==> src/rtl/cpu_pkg.sv <==
package cpu_pkg;

    typedef enum logic [6:0] {
        OPC_OP     = 7'b0110011,
        OPC_OP_IMM = 7'b0010011,
        OPC_LOAD   = 7'b0000011,
        OPC_STORE  = 7'b0100011,
        OPC_BRANCH = 7'b1100011
    } opcode_e;

    typedef enum logic [2:0] {
        ALU_ADD = 3'd0,
        ALU_SUB = 3'd1,
        ALU_AND = 3'd2,
        ALU_OR  = 3'd3,
        ALU_XOR = 3'd4,
        ALU_SLT = 3'd5
    } alu_op_e;

    // Control bits, travel with the instruction
    typedef struct packed {
        logic       reg_write;
        logic       mem_read;
        logic       mem_write;
        logic       branch;
        logic       branch_ne;   // BNE instead of BEQ
        logic       alu_src_imm; // Second operand from imm
        alu_op_e    alu_op;
        logic [4:0] rd;
    } ctrl_t;

    typedef struct packed {
        logic        valid;
        logic [31:0] pc;
        logic [31:0] instr;
    } if_id_t;

    typedef struct packed {
        logic        valid;
        ctrl_t       ctrl;
        logic [31:0] pc;
        logic [4:0]  rs1;
        logic [4:0]  rs2;
        logic [31:0] rs1_value;
        logic [31:0] rs2_value;
        logic [31:0] imm;
    } id_ex_t;

    typedef struct packed {
        logic        valid;
        ctrl_t       ctrl;
        logic [31:0] result;     // ALU result or data address
        logic [31:0] store_data;
    } ex_mem_t;

    // Register bank write port
    typedef struct packed {
        logic        reg_write;
        logic [4:0]  rd;
        logic [31:0] value;
    } mem_wb_t;

    typedef struct packed {
        logic [31:0] adr;
        logic [31:0] dat;
        logic [3:0]  sel;
        logic        we;
        logic        cyc;
        logic        stb;
    } wb_master_t;

    typedef struct packed {
        logic [31:0] dat;
        logic        ack;
    } wb_slave_t;

    localparam logic [31:0] NOP_INSTR = 32'h0000_0013; // addi x0, x0, 0

endpackage

==> src/rtl/cpu.sv <==
module cpu #(
    parameter int ROM_ADDR_W = 8
) (
    input  logic                  clock,
    input  logic                  rst_n,
    output logic [ROM_ADDR_W-1:0] rom_address,
    input  logic [31:0]           rom_data,
    output cpu_pkg::wb_master_t   wb_m,
    input  cpu_pkg::wb_slave_t    wb_s
);
    import cpu_pkg::*;

    if_id_t      if_id;
    id_ex_t      id_ex;
    ex_mem_t     ex_mem;
    mem_wb_t     mem_wb;

    logic [4:0]  rs1;
    logic [4:0]  rs2;
    logic [31:0] rs1_value;
    logic [31:0] rs2_value;

    logic        branch_taken;
    logic [31:0] branch_target;
    logic        mem_busy;

    logic        hold_front;
    logic        bubble_ex;
    logic        flush_front;
    logic        hold_ex;

    fetch #(.ROM_ADDR_W(ROM_ADDR_W)) u_fetch (
        .clk(clock), .rst_n(rst_n),
        .hold_front(hold_front), .flush_front(flush_front),
        .branch_target(branch_target),
        .rom_data(rom_data), .rom_address(rom_address),
        .if_id(if_id)
    );

    decode u_decode (
        .clk(clock), .rst_n(rst_n),
        .hold_front(hold_front), .bubble_ex(bubble_ex),
        .flush_front(flush_front), .hold_ex(hold_ex),
        .if_id(if_id),
        .rs1(rs1), .rs2(rs2),
        .rs1_value(rs1_value), .rs2_value(rs2_value),
        .id_ex(id_ex)
    );

    register_bank u_register_bank (
        .clk(clock),
        .rd_addr1(rs1), .rd_addr2(rs2),
        .value1(rs1_value), .value2(rs2_value),
        .mem_wb(mem_wb) // Writeback port
    );

    execute u_execute (
        .clk(clock), .rst_n(rst_n), .hold_ex(hold_ex),
        .id_ex(id_ex), .mem_wb(mem_wb), .ex_mem(ex_mem),
        .branch_taken(branch_taken), .branch_target(branch_target)
    );

    mem_access u_mem_access (
        .clk(clock), .rst_n(rst_n),
        .ex_mem(ex_mem), .wb_m(wb_m), .wb_s(wb_s),
        .mem_busy(mem_busy), .mem_wb(mem_wb)
    );

    hazard_control u_hazard_control (
        .decode_rs1(rs1), .decode_rs2(rs2), .id_ex(id_ex),
        .branch_taken(branch_taken), .mem_busy(mem_busy),
        .hold_front(hold_front), .bubble_ex(bubble_ex),
        .flush_front(flush_front), .hold_ex(hold_ex)
    );

endmodule

==> src/rtl/decode.sv <==
module decode (
    input  logic            clk,
    input  logic            rst_n,
    input  logic            hold_front,
    input  logic            bubble_ex,
    input  logic            flush_front,
    input  logic            hold_ex,
    input  cpu_pkg::if_id_t if_id,
    output logic [4:0]      rs1,
    output logic [4:0]      rs2,
    input  logic [31:0]     rs1_value,
    input  logic [31:0]     rs2_value,
    output cpu_pkg::id_ex_t id_ex
);
    import cpu_pkg::*;

    logic [31:0] instr;
    logic [6:0]  opcode;
    logic [2:0]  funct3;
    logic [6:0]  funct7;
    logic        use_rs1;
    logic        use_rs2;
    logic [31:0] imm;
    ctrl_t       ctrl;

    assign instr  = if_id.instr;
    assign opcode = instr[6:0];
    assign funct3 = instr[14:12];
    assign funct7 = instr[31:25];

    always_comb begin
        ctrl    = '0;
        imm     = '0;
        use_rs1 = 1'b1;
        use_rs2 = 1'b0;
        case (opcode)
            OPC_OP: begin
                ctrl.reg_write = 1'b1;
                use_rs2        = 1'b1;
                case (funct3)
                    3'b000:  ctrl.alu_op = funct7[5] ? ALU_SUB : ALU_ADD;
                    3'b010:  ctrl.alu_op = ALU_SLT;
                    3'b100:  ctrl.alu_op = ALU_XOR;
                    3'b110:  ctrl.alu_op = ALU_OR;
                    3'b111:  ctrl.alu_op = ALU_AND;
                    default: ctrl.reg_write = 1'b0; // Shifts, SLTU
                endcase
                if (funct7 != 7'b0 && !(funct7 == 7'b0100000 && funct3 == 3'b000)) begin
                    ctrl.reg_write = 1'b0;
                end
            end
            OPC_OP_IMM: begin
                ctrl.reg_write   = (funct3 == 3'b000); // ADDI only
                ctrl.alu_src_imm = 1'b1;
                imm              = {{20{instr[31]}}, instr[31:20]};
            end
            OPC_LOAD: begin
                ctrl.reg_write   = (funct3 == 3'b010); // LW only
                ctrl.mem_read    = (funct3 == 3'b010);
                ctrl.alu_src_imm = 1'b1;
                imm              = {{20{instr[31]}}, instr[31:20]};
            end
            OPC_STORE: begin
                ctrl.mem_write   = (funct3 == 3'b010);
                ctrl.alu_src_imm = 1'b1;
                use_rs2          = 1'b1;
                imm              = {{20{instr[31]}}, instr[31:25], instr[11:7]};
            end
            OPC_BRANCH: begin
                ctrl.branch    = (funct3[2:1] == 2'b00); // BEQ and BNE
                ctrl.branch_ne = funct3[0];
                use_rs2        = 1'b1;
                imm = {{19{instr[31]}}, instr[31], instr[7], instr[30:25], instr[11:8], 1'b0};
            end
            default: ctrl = '0;
        endcase
        if (!(ctrl.reg_write || ctrl.mem_write || ctrl.branch)) begin
            use_rs1 = 1'b0; // No-op reads nothing
            use_rs2 = 1'b0;
        end
        ctrl.rd = ctrl.reg_write ? instr[11:7] : 5'd0;
    end

    assign rs1 = use_rs1 ? instr[19:15] : 5'd0;
    assign rs2 = use_rs2 ? instr[24:20] : 5'd0;

    always_ff @(posedge clk) begin
        if (!rst_n) begin
            id_ex.valid <= 1'b0;
            id_ex.ctrl  <= '0;
        end else if (!hold_ex) begin
            // A held front presents the same word again next cycle
            if (bubble_ex || flush_front || hold_front || !if_id.valid) begin
                id_ex.valid <= 1'b0;
                id_ex.ctrl  <= '0;
            end else begin
                id_ex.valid <= 1'b1;
                id_ex.ctrl  <= ctrl;
            end
            id_ex.pc        <= if_id.pc;
            id_ex.rs1       <= rs1;
            id_ex.rs2       <= rs2;
            id_ex.rs1_value <= rs1_value;
            id_ex.rs2_value <= rs2_value;
            id_ex.imm       <= imm;
        end
    end

    a_bubble_inert: assert property (@(posedge clk) disable iff (!rst_n)
        !id_ex.valid |-> (id_ex.ctrl == '0));

endmodule

==> src/rtl/execute.sv <==
module execute (
    input  logic             clk,
    input  logic             rst_n,
    input  logic             hold_ex,
    input  cpu_pkg::id_ex_t  id_ex,
    input  cpu_pkg::mem_wb_t mem_wb,
    output cpu_pkg::ex_mem_t ex_mem,
    output logic             branch_taken,
    output logic [31:0]      branch_target
);
    import cpu_pkg::*;

    logic [31:0] op_a;
    logic [31:0] op_b;
    logic [31:0] alu_b;
    logic [31:0] alu_result;
    mem_wb_t     retired; // Latest write already in the bank

    // Youngest producer wins
    function automatic logic [31:0] pick(input logic [4:0] src, input logic [31:0] fallback,
                                         input ex_mem_t em, input mem_wb_t mw, input mem_wb_t rt);
        logic [31:0] value;
        value = fallback;
        if (src != 5'd0) begin
            if (em.valid && em.ctrl.reg_write && !em.ctrl.mem_read && em.ctrl.rd == src) begin
                value = em.result;
            end else if (mw.reg_write && mw.rd == src) begin
                value = mw.value;
            end else if (rt.reg_write && rt.rd == src) begin
                value = rt.value; // Retired while this stage was frozen
            end
        end
        return value;
    endfunction

    assign op_a  = pick(id_ex.rs1, id_ex.rs1_value, ex_mem, mem_wb, retired);
    assign op_b  = pick(id_ex.rs2, id_ex.rs2_value, ex_mem, mem_wb, retired);
    assign alu_b = id_ex.ctrl.alu_src_imm ? id_ex.imm : op_b;

    always_comb begin
        case (id_ex.ctrl.alu_op)
            ALU_SUB: alu_result = op_a - alu_b;
            ALU_AND: alu_result = op_a & alu_b;
            ALU_OR:  alu_result = op_a | alu_b;
            ALU_XOR: alu_result = op_a ^ alu_b;
            ALU_SLT: alu_result = {31'd0, $signed(op_a) < $signed(alu_b)};
            default: alu_result = op_a + alu_b; // ADD and addresses
        endcase
    end

    assign branch_taken  = id_ex.valid && id_ex.ctrl.branch &&
                           (id_ex.ctrl.branch_ne ^ (op_a == op_b));
    assign branch_target = id_ex.pc + id_ex.imm;

    always_ff @(posedge clk) begin
        if (!rst_n) begin
            retired.reg_write <= 1'b0;
        end else if (mem_wb.reg_write) begin
            retired <= mem_wb;
        end
    end

    always_ff @(posedge clk) begin
        if (!rst_n) begin
            ex_mem.valid <= 1'b0;
            ex_mem.ctrl  <= '0;
        end else if (!hold_ex) begin
            ex_mem.valid      <= id_ex.valid;
            ex_mem.ctrl       <= id_ex.ctrl;
            ex_mem.result     <= alu_result;
            ex_mem.store_data <= op_b;
        end
    end

endmodule

==> src/rtl/fetch.sv <==
module fetch #(
    parameter int ROM_ADDR_W = 8
) (
    input  logic                  clk,
    input  logic                  rst_n,
    input  logic                  hold_front,
    input  logic                  flush_front,
    input  logic [31:0]           branch_target,
    input  logic [31:0]           rom_data,
    output logic [ROM_ADDR_W-1:0] rom_address,
    output cpu_pkg::if_id_t       if_id
);
    import cpu_pkg::*;

    logic [31:0] pc;

    assign rom_address = pc[ROM_ADDR_W+1:2]; // Word index

    always_ff @(posedge clk) begin
        if (!rst_n) begin
            pc          <= '0;
            if_id.valid <= 1'b0;
            if_id.instr <= NOP_INSTR;
        end else if (flush_front) begin
            // Word on rom_data is the second discarded instruction
            pc          <= branch_target;
            if_id.valid <= 1'b0;
            if_id.pc    <= pc;
            if_id.instr <= NOP_INSTR;
        end else if (!hold_front) begin
            pc          <= pc + 32'd4;
            if_id.valid <= 1'b1;
            if_id.pc    <= pc;
            if_id.instr <= rom_data;
        end
    end

    // A redirect is never swallowed by a hold
    a_flush_not_held: assert property (@(posedge clk) disable iff (!rst_n)
        flush_front |-> !hold_front);

endmodule

==> src/rtl/hazard_control.sv <==
module hazard_control (
    input  logic            [4:0] decode_rs1,
    input  logic            [4:0] decode_rs2,
    input  cpu_pkg::id_ex_t       id_ex,
    input  logic                  branch_taken,
    input  logic                  mem_busy,
    output logic                  hold_front,
    output logic                  bubble_ex,
    output logic                  flush_front,
    output logic                  hold_ex
);
    logic load_in_ex;
    logic load_use;
    logic redirect;

    assign load_in_ex = id_ex.valid && id_ex.ctrl.mem_read && (id_ex.ctrl.rd != 5'd0);
    assign load_use   = load_in_ex &&
                        (id_ex.ctrl.rd == decode_rs1 || id_ex.ctrl.rd == decode_rs2);

    // Branch waits in execute while the bus is busy
    assign redirect = branch_taken && !mem_busy;

    assign hold_ex     = mem_busy;
    assign flush_front = redirect;
    assign bubble_ex   = !mem_busy && !redirect && load_use;
    assign hold_front  = mem_busy || bubble_ex;

endmodule

==> src/rtl/mem_access.sv <==
module mem_access (
    input  logic                clk,
    input  logic                rst_n,
    input  cpu_pkg::ex_mem_t    ex_mem,
    output cpu_pkg::wb_master_t wb_m,
    input  cpu_pkg::wb_slave_t  wb_s,
    output logic                mem_busy,
    output cpu_pkg::mem_wb_t    mem_wb
);
    logic request;

    assign request = ex_mem.valid && (ex_mem.ctrl.mem_read || ex_mem.ctrl.mem_write);

    // Request follows ex_mem, which stays frozen until ack
    always_comb begin
        wb_m.adr = ex_mem.result;
        wb_m.dat = ex_mem.store_data;
        wb_m.sel = 4'hf; // Word accesses only
        wb_m.we  = ex_mem.ctrl.mem_write;
        wb_m.cyc = request;
        wb_m.stb = request;
    end

    assign mem_busy = request && !wb_s.ack;

    always_ff @(posedge clk) begin
        if (!rst_n) begin
            mem_wb.reg_write <= 1'b0;
        end else begin
            mem_wb.reg_write <= ex_mem.valid && ex_mem.ctrl.reg_write && !mem_busy;
        end
        mem_wb.rd    <= ex_mem.ctrl.rd;
        mem_wb.value <= ex_mem.ctrl.mem_read ? wb_s.dat : ex_mem.result;
    end

    a_stable_request: assert property (@(posedge clk) disable iff (!rst_n)
        (wb_m.stb && !wb_s.ack) |=>
            wb_m.stb && $stable(wb_m.adr) && $stable(wb_m.we) && $stable(wb_m.dat));

    // Slave must not answer an idle bus
    a_ack_in_cycle: assert property (@(posedge clk) disable iff (!rst_n)
        wb_s.ack |-> wb_m.cyc);

endmodule

==> src/rtl/register_bank.sv <==
module register_bank (
    input  logic             clk,
    input  logic [4:0]       rd_addr1,
    input  logic [4:0]       rd_addr2,
    output logic [31:0]      value1,
    output logic [31:0]      value2,
    input  cpu_pkg::mem_wb_t mem_wb
);
    logic [31:0] regs [1:31]; // x0 has no storage
    logic        writing;
    logic        bypass1;
    logic        bypass2;

    assign writing = mem_wb.reg_write && (mem_wb.rd != 5'd0);

    always_ff @(posedge clk) begin
        if (writing) begin
            regs[mem_wb.rd] <= mem_wb.value;
        end
    end

    // Value written this cycle is visible to decode now
    assign bypass1 = writing && (rd_addr1 == mem_wb.rd);
    assign bypass2 = writing && (rd_addr2 == mem_wb.rd);

    assign value1 = (rd_addr1 == 5'd0) ? 32'd0 :
                    bypass1            ? mem_wb.value : regs[rd_addr1];
    assign value2 = (rd_addr2 == 5'd0) ? 32'd0 :
                    bypass2            ? mem_wb.value : regs[rd_addr2];

endmodule

==> config.mk <==
export PLATFORM = sky130hd
export DESIGN_NAME = cpu
export DESIGN_NICKNAME = d
export VERILOG_FILES = /design/src/rtl/cpu_pkg.sv /design/src/rtl/cpu.sv /design/src/rtl/decode.sv /design/src/rtl/execute.sv /design/src/rtl/fetch.sv /design/src/rtl/hazard_control.sv /design/src/rtl/mem_access.sv /design/src/rtl/register_bank.sv
export SDC_FILE = /design/constraint.sdc
export NUM_CORES = 2
export LEC_CHECK = 0
export BUFFER_PORTS_ARGS = -buffer_cell sky130_fd_sc_hd__buf_2
export CORE_ASPECT_RATIO = 0.8
export CORE_MARGIN = 2
export CORE_UTILIZATION = 47
export DETAILED_ROUTE_END_ITERATION = 8
export PLACE_DENSITY = 0.75
export SETUP_SLACK_MARGIN = 0.4
export SYNTH_ARGS = -nofsm -noshare
export SYNTH_HDL_FRONTEND = slang
export SYNTH_SLANG_ARGS = --single-unit
==> constraint.sdc <==
create_clock -name clock -period 9.43 [get_ports clock]
set_input_delay 0 -clock clock [delete_from_list [all_inputs] [get_ports clock]]
set_output_delay 0 -clock clock [all_outputs]
set_load 0.01 [all_outputs]
# Word-level counts from Yosys, hierarchy flattened
# Memories as Yosys holds them, arrays and structs flattened. A register that Yosys moved wholly into a read port is not among the register bits.
# Index checks and enable logic that the tools add are counted.
[classes] muxes=34 addsub=4 n_bitwise=6 n_reduce_logical=53 magnitude_cmp=1 n_eq_ne=25
[ops] cell="32-bit two-way mux" n=12
[ops] cell="32-bit case mux with 5 select lines" n=1
[ops] cell="64-bit two-way mux" n=2
[ops] cell="32-bit case mux with 3 select lines" n=1
[ops] cell="32-bit adder" n=2
[ops] cell="5-bit equality test" n=8
[ops] cell="32-bit by 3-bit adder with 32-bit output (second input constant)" n=1
[ops] cell="32-bit AND" n=1
[ops] cell="32-bit equality test" n=1
[ops] cell="32-bit less-than comparator" n=1
[ops] cell="32-bit OR" n=1
[ops] cell="32-bit subtractor" n=1
[ops] cell="32-bit bitwise XOR" n=1
[ops] cell="1-bit logical AND" n=22
[ops] cell="7-bit by 6-bit equality test with 1-bit output (second input constant)" n=3
[ops] cell="5-bit nonzero test" n=4
[ops] cell="3-bit equality test (second input constant)" n=5
[ops] cell="15-bit two-way mux" n=1
[ops] cell="5-bit two-way mux" n=3
[ops] cell="3-bit case mux with 5 select lines" n=1
[ops] cell="5-bit logical NOT" n=2
[ops] cell="1-bit two-way mux" n=10
[ops] cell="3-bit by 2-bit equality test with 1-bit output (second input constant)" n=3
[ops] cell="1-bit logical OR" n=8
[ops] cell="other kinds (18)" n=28
[totals] n_memories=1 output_inout_bits=79 input_bits=67 mem_bits_rw=992 word_cells=154 regBits=335
[mem_list] name="u_register_bank.regs" depth=31 width=32 read_ports=2 rd_ports_with_merged_regs=2 wr=1 line="register_bank.sv:9" text="logic [31:0] regs [1:31];"

# Depth between registers and ports, before layout
[logic_depth] ltp_word=18 ltp_mapped=25

# Cells and area by module
# A second synthesis with hierarchy kept.
[hier_totals] cells_unflattened=5564 hier_area_um2=72764.8
[by_module_without_submodules] mod="register_bank" seq_area_each_um2=29788.6 cells_each=2675 instances=1 area_per_inst_um2=46926.3
[by_module_without_submodules] mod="execute" seq_area_each_um2=3353.2 cells_each=2028 instances=1 area_per_inst_um2=14845.5
[by_module_without_submodules] mod="decode" seq_area_each_um2=3873.7 cells_each=266 instances=1 area_per_inst_um2=4694.5
[by_module_without_submodules] mod="fetch" seq_area_each_um2=2262.2 cells_each=422 instances=1 area_per_inst_um2=4265.3
[by_module_without_submodules] mod="mem_access" seq_area_each_um2=760.7 cells_each=150 instances=1 area_per_inst_um2=1870.5
[by_module_without_submodules] mod="hazard_control" seq_area_each_um2=0.0 cells_each=23 instances=1 area_per_inst_um2=162.7

# Least setup slack after synthesis
# No wires, ideal clock.
[synth_path] path_kind="reg-to-reg" from="reg, netlist name u_execute.ex_mem[76]" to="reg, netlist name u_mem_access.mem_wb[37]" synth_period_minus_slack_ns=8.239 path_slack_ns=1.191 setup_time_ns=0.096 path_stages_with_launch=6 required_time_ns=9.334 arrival_time_ns=8.142 cell_sequence="dfxtp_1 > buf_2 > o21ai_0 > nor2_1 > nor2_1 > and3_1"
[synth_between] elab_chain_len=5
[synth_lines] item="1-bit logical OR" line="mem_access.sv:12" text="assign request = ex_mem.valid && (ex_mem.ctrl.mem_read || ex_mem.ctrl.mem_write);"
[synth_lines] item="1-bit logical AND" line="mem_access.sv:12"
[synth_lines] item="1-bit logical AND" line="mem_access.sv:24" text="assign mem_busy = request && !wb_s.ack;"
[synth_lines] item="1-bit logical NOT" line="mem_access.sv:30" text="mem_wb.reg_write <= ex_mem.valid && ex_mem.ctrl.reg_write && !mem_busy;"
[synth_lines] item="1-bit logical AND" line="mem_access.sv:30"
# No other way between the ends.
# A chain may end at the register's enable or synchronous reset.

# Worst setup path in the final report
[layout_path] from="reg, netlist name u_decode.id_ex[96]" to="reg, netlist name u_execute.ex_mem[32]"
[layout_between] elab_chain_len=9 elab_cells_between_ends=19
[layout_lines] item="5-bit equality test" line="execute.sv:29" text="end else if (rt.reg_write && rt.rd == src) begin"
[layout_lines] item="1-bit logical AND" line="execute.sv:29"
[layout_lines] item="32-bit two-way mux" line="execute.sv:29"
[layout_lines] item="32-bit two-way mux" line="execute.sv:27" text="end else if (mw.reg_write && mw.rd == src) begin"
[layout_lines] item="32-bit two-way mux" line="execute.sv:25" text="if (em.valid && em.ctrl.reg_write && !em.ctrl.mem_read && em.ctrl.rd == src) begin"
[layout_lines] item="32-bit two-way mux (*)" line="execute.sv:24" text="if (src != 5'd0) begin"
[layout_lines] item="net u_execute.op_b[0]" line="execute.sv:14" text="logic [31:0] op_b;"
[layout_lines] item="32-bit two-way mux (*)" line="execute.sv:38" text="assign alu_b = id_ex.ctrl.alu_src_imm ? id_ex.imm : op_b;"
[layout_lines] item="32-bit adder, or another cell as far along" line="execute.sv:47" text="default: alu_result = op_a + alu_b;"
[layout_lines] item="32-bit case mux with 5 select lines (*)" line="execute.sv:41" text="case (id_ex.ctrl.alu_op)"
[layout_lines] item="net u_execute.alu_result[0]" line="execute.sv:16" text="logic [31:0] alu_result;"
# Mark *: on every way through the listed nets, which the timed path passes. The rest lies on a longest branch.

==> flow_metrics.env <==
export IMPL_cts_root_buffer="clkbuf_16"
export IMPL_maxSlewHeadroom_pct=11.3
export IMPL_synth_ff_type="edfxtp_1"
export IMPL_setup_viol=0
export IMPL_gp_congestion=0.981
export IMPL_max_freq_mhz=137
export IMPL_swShare_pct=25.3
export IMPL_die_width_um=433
export IMPL_crit_family="compound AO/OA/AOI/OAI gates"
export IMPL_ioPinCount=146
export IMPL_fin_setup_tns_ps=0
export IMPL_synth_top_family_by_area="compound AO/OA/AOI/OAI gates"
export IMPL_synthMuxAreaShare_pct=10.4
export IMPL_fin_crit_ps=7290
export IMPL_p_per_area_nw_per_um2=170
export IMPL_ys_types=91
export IMPL_wire_per_inst_um=29.8
export IMPL_finClkSkew_ps=28.9
export IMPL_area_growth_pct=10.4
export IMPL_drtAntennaViolNets=0
export IMPL_clkPwrFrac_pct=39.5
export IMPL_worst_pin_slew_ps=1330
export IMPL_cts_tree="built"
export IMPL_dieArea_um2=150000
export IMPL_post_cts_repair_setup_buffers=0
export IMPL_postSynthAreaPerCell_um2=11.4
export IMPL_ys_warn_count=0
export IMPL_required_ps=9910
export IMPL_rsz0062_at_grt="false"
export IMPL_fp_dieH_um=347
export IMPL_synth_area_um2=69200
export IMPL_post_place_ws_ps=2400
export IMPL_synth_edf_count=1200
export IMPL_start_util_pct=47.5
export IMPL_worstSkewPairLatency_ps=780
export IMPL_num_fill_cells=12300
export IMPL_drtPass1Iterations=6
export IMPL_cts_buffers=120
export IMPL_core_area_um2=146000
export IMPL_startpoint_type="register"
export IMPL_drt_iter0_drc=9153
export IMPL_whs_ps=28.2
export IMPL_vias=55300
export IMPL_pwr_share_seq_pct=51.3
export IMPL_port_buffers=141
export IMPL_synth_simple_area_share_pct=8.19
export IMPL_crit_type="register to register"
export IMPL_crit_slowest_cell="o31ai_1"
export IMPL_ys_async_sr_fraction_pct=0
export IMPL_hold_violations=0
export IMPL_cap_viol_max_count=0
export IMPL_worst_slack_ps=2140
export IMPL_drc=0
export IMPL_ys_seq_elements=1306
export IMPL_grt_pass1_vias=52900
export IMPL_critPathCaptureType="register"
export IMPL_antenna_found_initial=4
export IMPL_drv_slew=0
export IMPL_rows=125
export IMPL_timing_final_crit_share_pct=77.3
export IMPL_synth_xor_area_share_pct=1.30
export IMPL_dpl_hpwl_um=145000
export IMPL_yosysSeqAreaShare_pct=55.1
export IMPL_cp_max_fo=14
export IMPL_path_cells="xor2_1, nor4_1, nand2_1, nand2_1, buf_4, o21ai_0, nor2b_1, a21o_1, ha_1, fa_1, o21bai_1, a21oi_1, o21ai_0, a21oi_1, o31ai_1, a311o_1, a311oi_1, o31ai_1, a221oi_1, o21ai_0, a21o_1, a21oi_1"
export IMPL_critPathArrivalTime_ps=7780
export IMPL_synthAdderAreaFrac_pct=2.00
export IMPL_hp_class="primary input to register"
export IMPL_outcome="finished, final reports clean"
export IMPL_post_drt_via_cell_ratio=6.87
export IMPL_grtUsageTotal_pct=30.9
export IMPL_clkTransAtPathRegs_ps=70
export IMPL_wl_um=240000
export IMPL_p_int_mw=9.71
export IMPL_cts_num_sinks=1306
export IMPL_final_nets=6156
export IMPL_drive_above_1_share_pct=14.6
export IMPL_synth_compound_area_share_pct=18.5
export IMPL_peakVddDrop_v=0.000172
export IMPL_overflow=0
export IMPL_critPathBufInv=1
export IMPL_post_route_util_pct=52.4
export IMPL_switching_power_mw=3.29
export IMPL_p_comb_share_pct=9.2
export IMPL_cts_hold_buffers=87
export IMPL_cts_buffer_depth=3
export IMPL_cts_max_level=3
export IMPL_grt_pass1_wl_um=348000
export IMPL_cts_resized=0
export IMPL_grt_max_degree=150
export IMPL_syn_inst=6061
export IMPL_p_leak_nw=25.0
export IMPL_critPathMaxStageDelay_ps=780
[per-stage QoR]
step	cells	total power, mW	area (µm²)
6_report	8052	13.0	76400
5_1_grt	8050	13.3	76400
4_1_cts	8050	12.9	76400
3_5_place_dp	7739	7.90	71500
3_3_place_gp	7739	7.89	71500
2_1_floorplan	6064	7.44	69200
[worst register-to-register path, cell delays in order, from the launching register on]
cell and delay (ps):
edfxtp_1 510, xor2_1 190, nor4_1 350, nand2_1 490
nand2_1 670, buf_4 330, o21ai_0 200, nor2b_1 180
a21o_1 210, ha_1 220, fa_1 460, o21bai_1 170
a21oi_1 130, o21ai_0 180, a21oi_1 150, o31ai_1 780
a311o_1 520, a311oi_1 240, o31ai_1 370, a221oi_1 230
o21ai_0 220, a21o_1 150, a21oi_1 60
[flip-flops by register name, indices dropped and copies added, names as in the netlist]
signal,flops
u_execute.retired,38
u_decode.id_ex,112
u_register_bank.regs,992
u_execute.ex_mem,73
u_fetch.pc,10
u_fetch.if_id,43
u_mem_access.mem_wb,38
[cell families after synthesis]
logic type / after synthesis
AO/OA/AOI/OAI: 1909
XOR/XNOR: 103
adder cells (fa/ha/maj): 109
buffers and inverters: 722
flip-flops: 1306
multiplexers: 684
other: 1
AND/OR/NAND/NOR: 1227
[worst paths after layout]
check / startpoint / cells past startpoint / to / slack (ps)
hold reg to reg: u_execute.ex_mem[64] / 0 / u_mem_access.mem_wb[32] / 400
hold / removal: rom_data[16] / 4 / u_fetch.if_id[16] / 30
setup reg to reg: u_decode.id_ex[96] / 22 / u_execute.ex_mem[32] / 2140
setup / recovery: u_decode.id_ex[96] / 22 / u_execute.ex_mem[32] / 2140
[power groups by stage]
stage	Combinational, mW	Sequential (mW)	Clock, mW
6_report	1.20	6.67	5.13
3_3_place_gp	1.10	6.79	0
5_1_grt	1.26	6.67	5.37
3_5_place_dp	1.11	6.79	0
2_1_floorplan	0.656	6.78	0
4_1_cts	1.15	6.66	5.14
[per-layer routing]
layer	up-vias	part of all wire (%)	global-route usage [%]
met5	-	0.020	0
met4	6	4.7	13.5
met3	773	14	8.32
met2	4353	42	44.0
met1	27000	39	44.2
li1	23200	-	-
[cells in the mapped netlist, drive strengths merged (23+ instances only)]
cell type | instances | area, µm²
a211oi | 199 | 1490
xor2 | 40 | 350
mux2 | 273 | 3080
a21o | 23 | 173
a31oi | 105 | 657
a22o | 42 | 368
nand2 | 384 | 1450
nor3 | 90 | 450
buf | 226 | 1280
mux2i | 411 | 4110
a21oi | 412 | 2060
nor2 | 392 | 1490
nand3 | 73 | 370
o31ai | 39 | 358
o221ai | 187 | 1640
a21boi | 23 | 173
o21ai | 390 | 1950
clkbuf | 361 | 1360
inv | 133 | 499
o21bai | 23 | 173
o21a | 31 | 233
a221oi | 88 | 771
nor2b | 85 | 532
a211o | 33 | 289
o22ai | 147 | 920
xnor2 | 63 | 552
a311oi | 45 | 394
ha | 106 | 1330
and2 | 26 | 163
dfxtp | 106 | 2120
edfxtp | 1200 | 36000
and3 | 68 | 425
[layout make-up]
class | instances | area (µm²) | share of cell area (%)
diodes | 2 | 5.00 | 0.00655
clock inverters | 85 | 896 | 1.17
well taps | 1968 | 2460 | 3.22
flip-flops and latches | 1306 | 38200 | 50.0
inverters | 135 | 527 | 0.689
multi-input cells | 4036 | 28300 | 37.1
repair buffers | 381 | 2850 | 3.73
clock buffers | 139 | 3170 | 4.15
[cells in the final DEF, fill, tap and decap left out, types with 128 or more instances in the layout]
cell type  count
edfxtp_1    1200
inv_1        128
a211oi_1     199
nor2_1       352
a21oi_1      412
buf_2        141
mux2_2       272
mux2i_1      411
buf_4        143
o221ai_1     187
o21ai_0      384
nand2_1      376
o22ai_1      146
(Power assumes the default switching activity.)
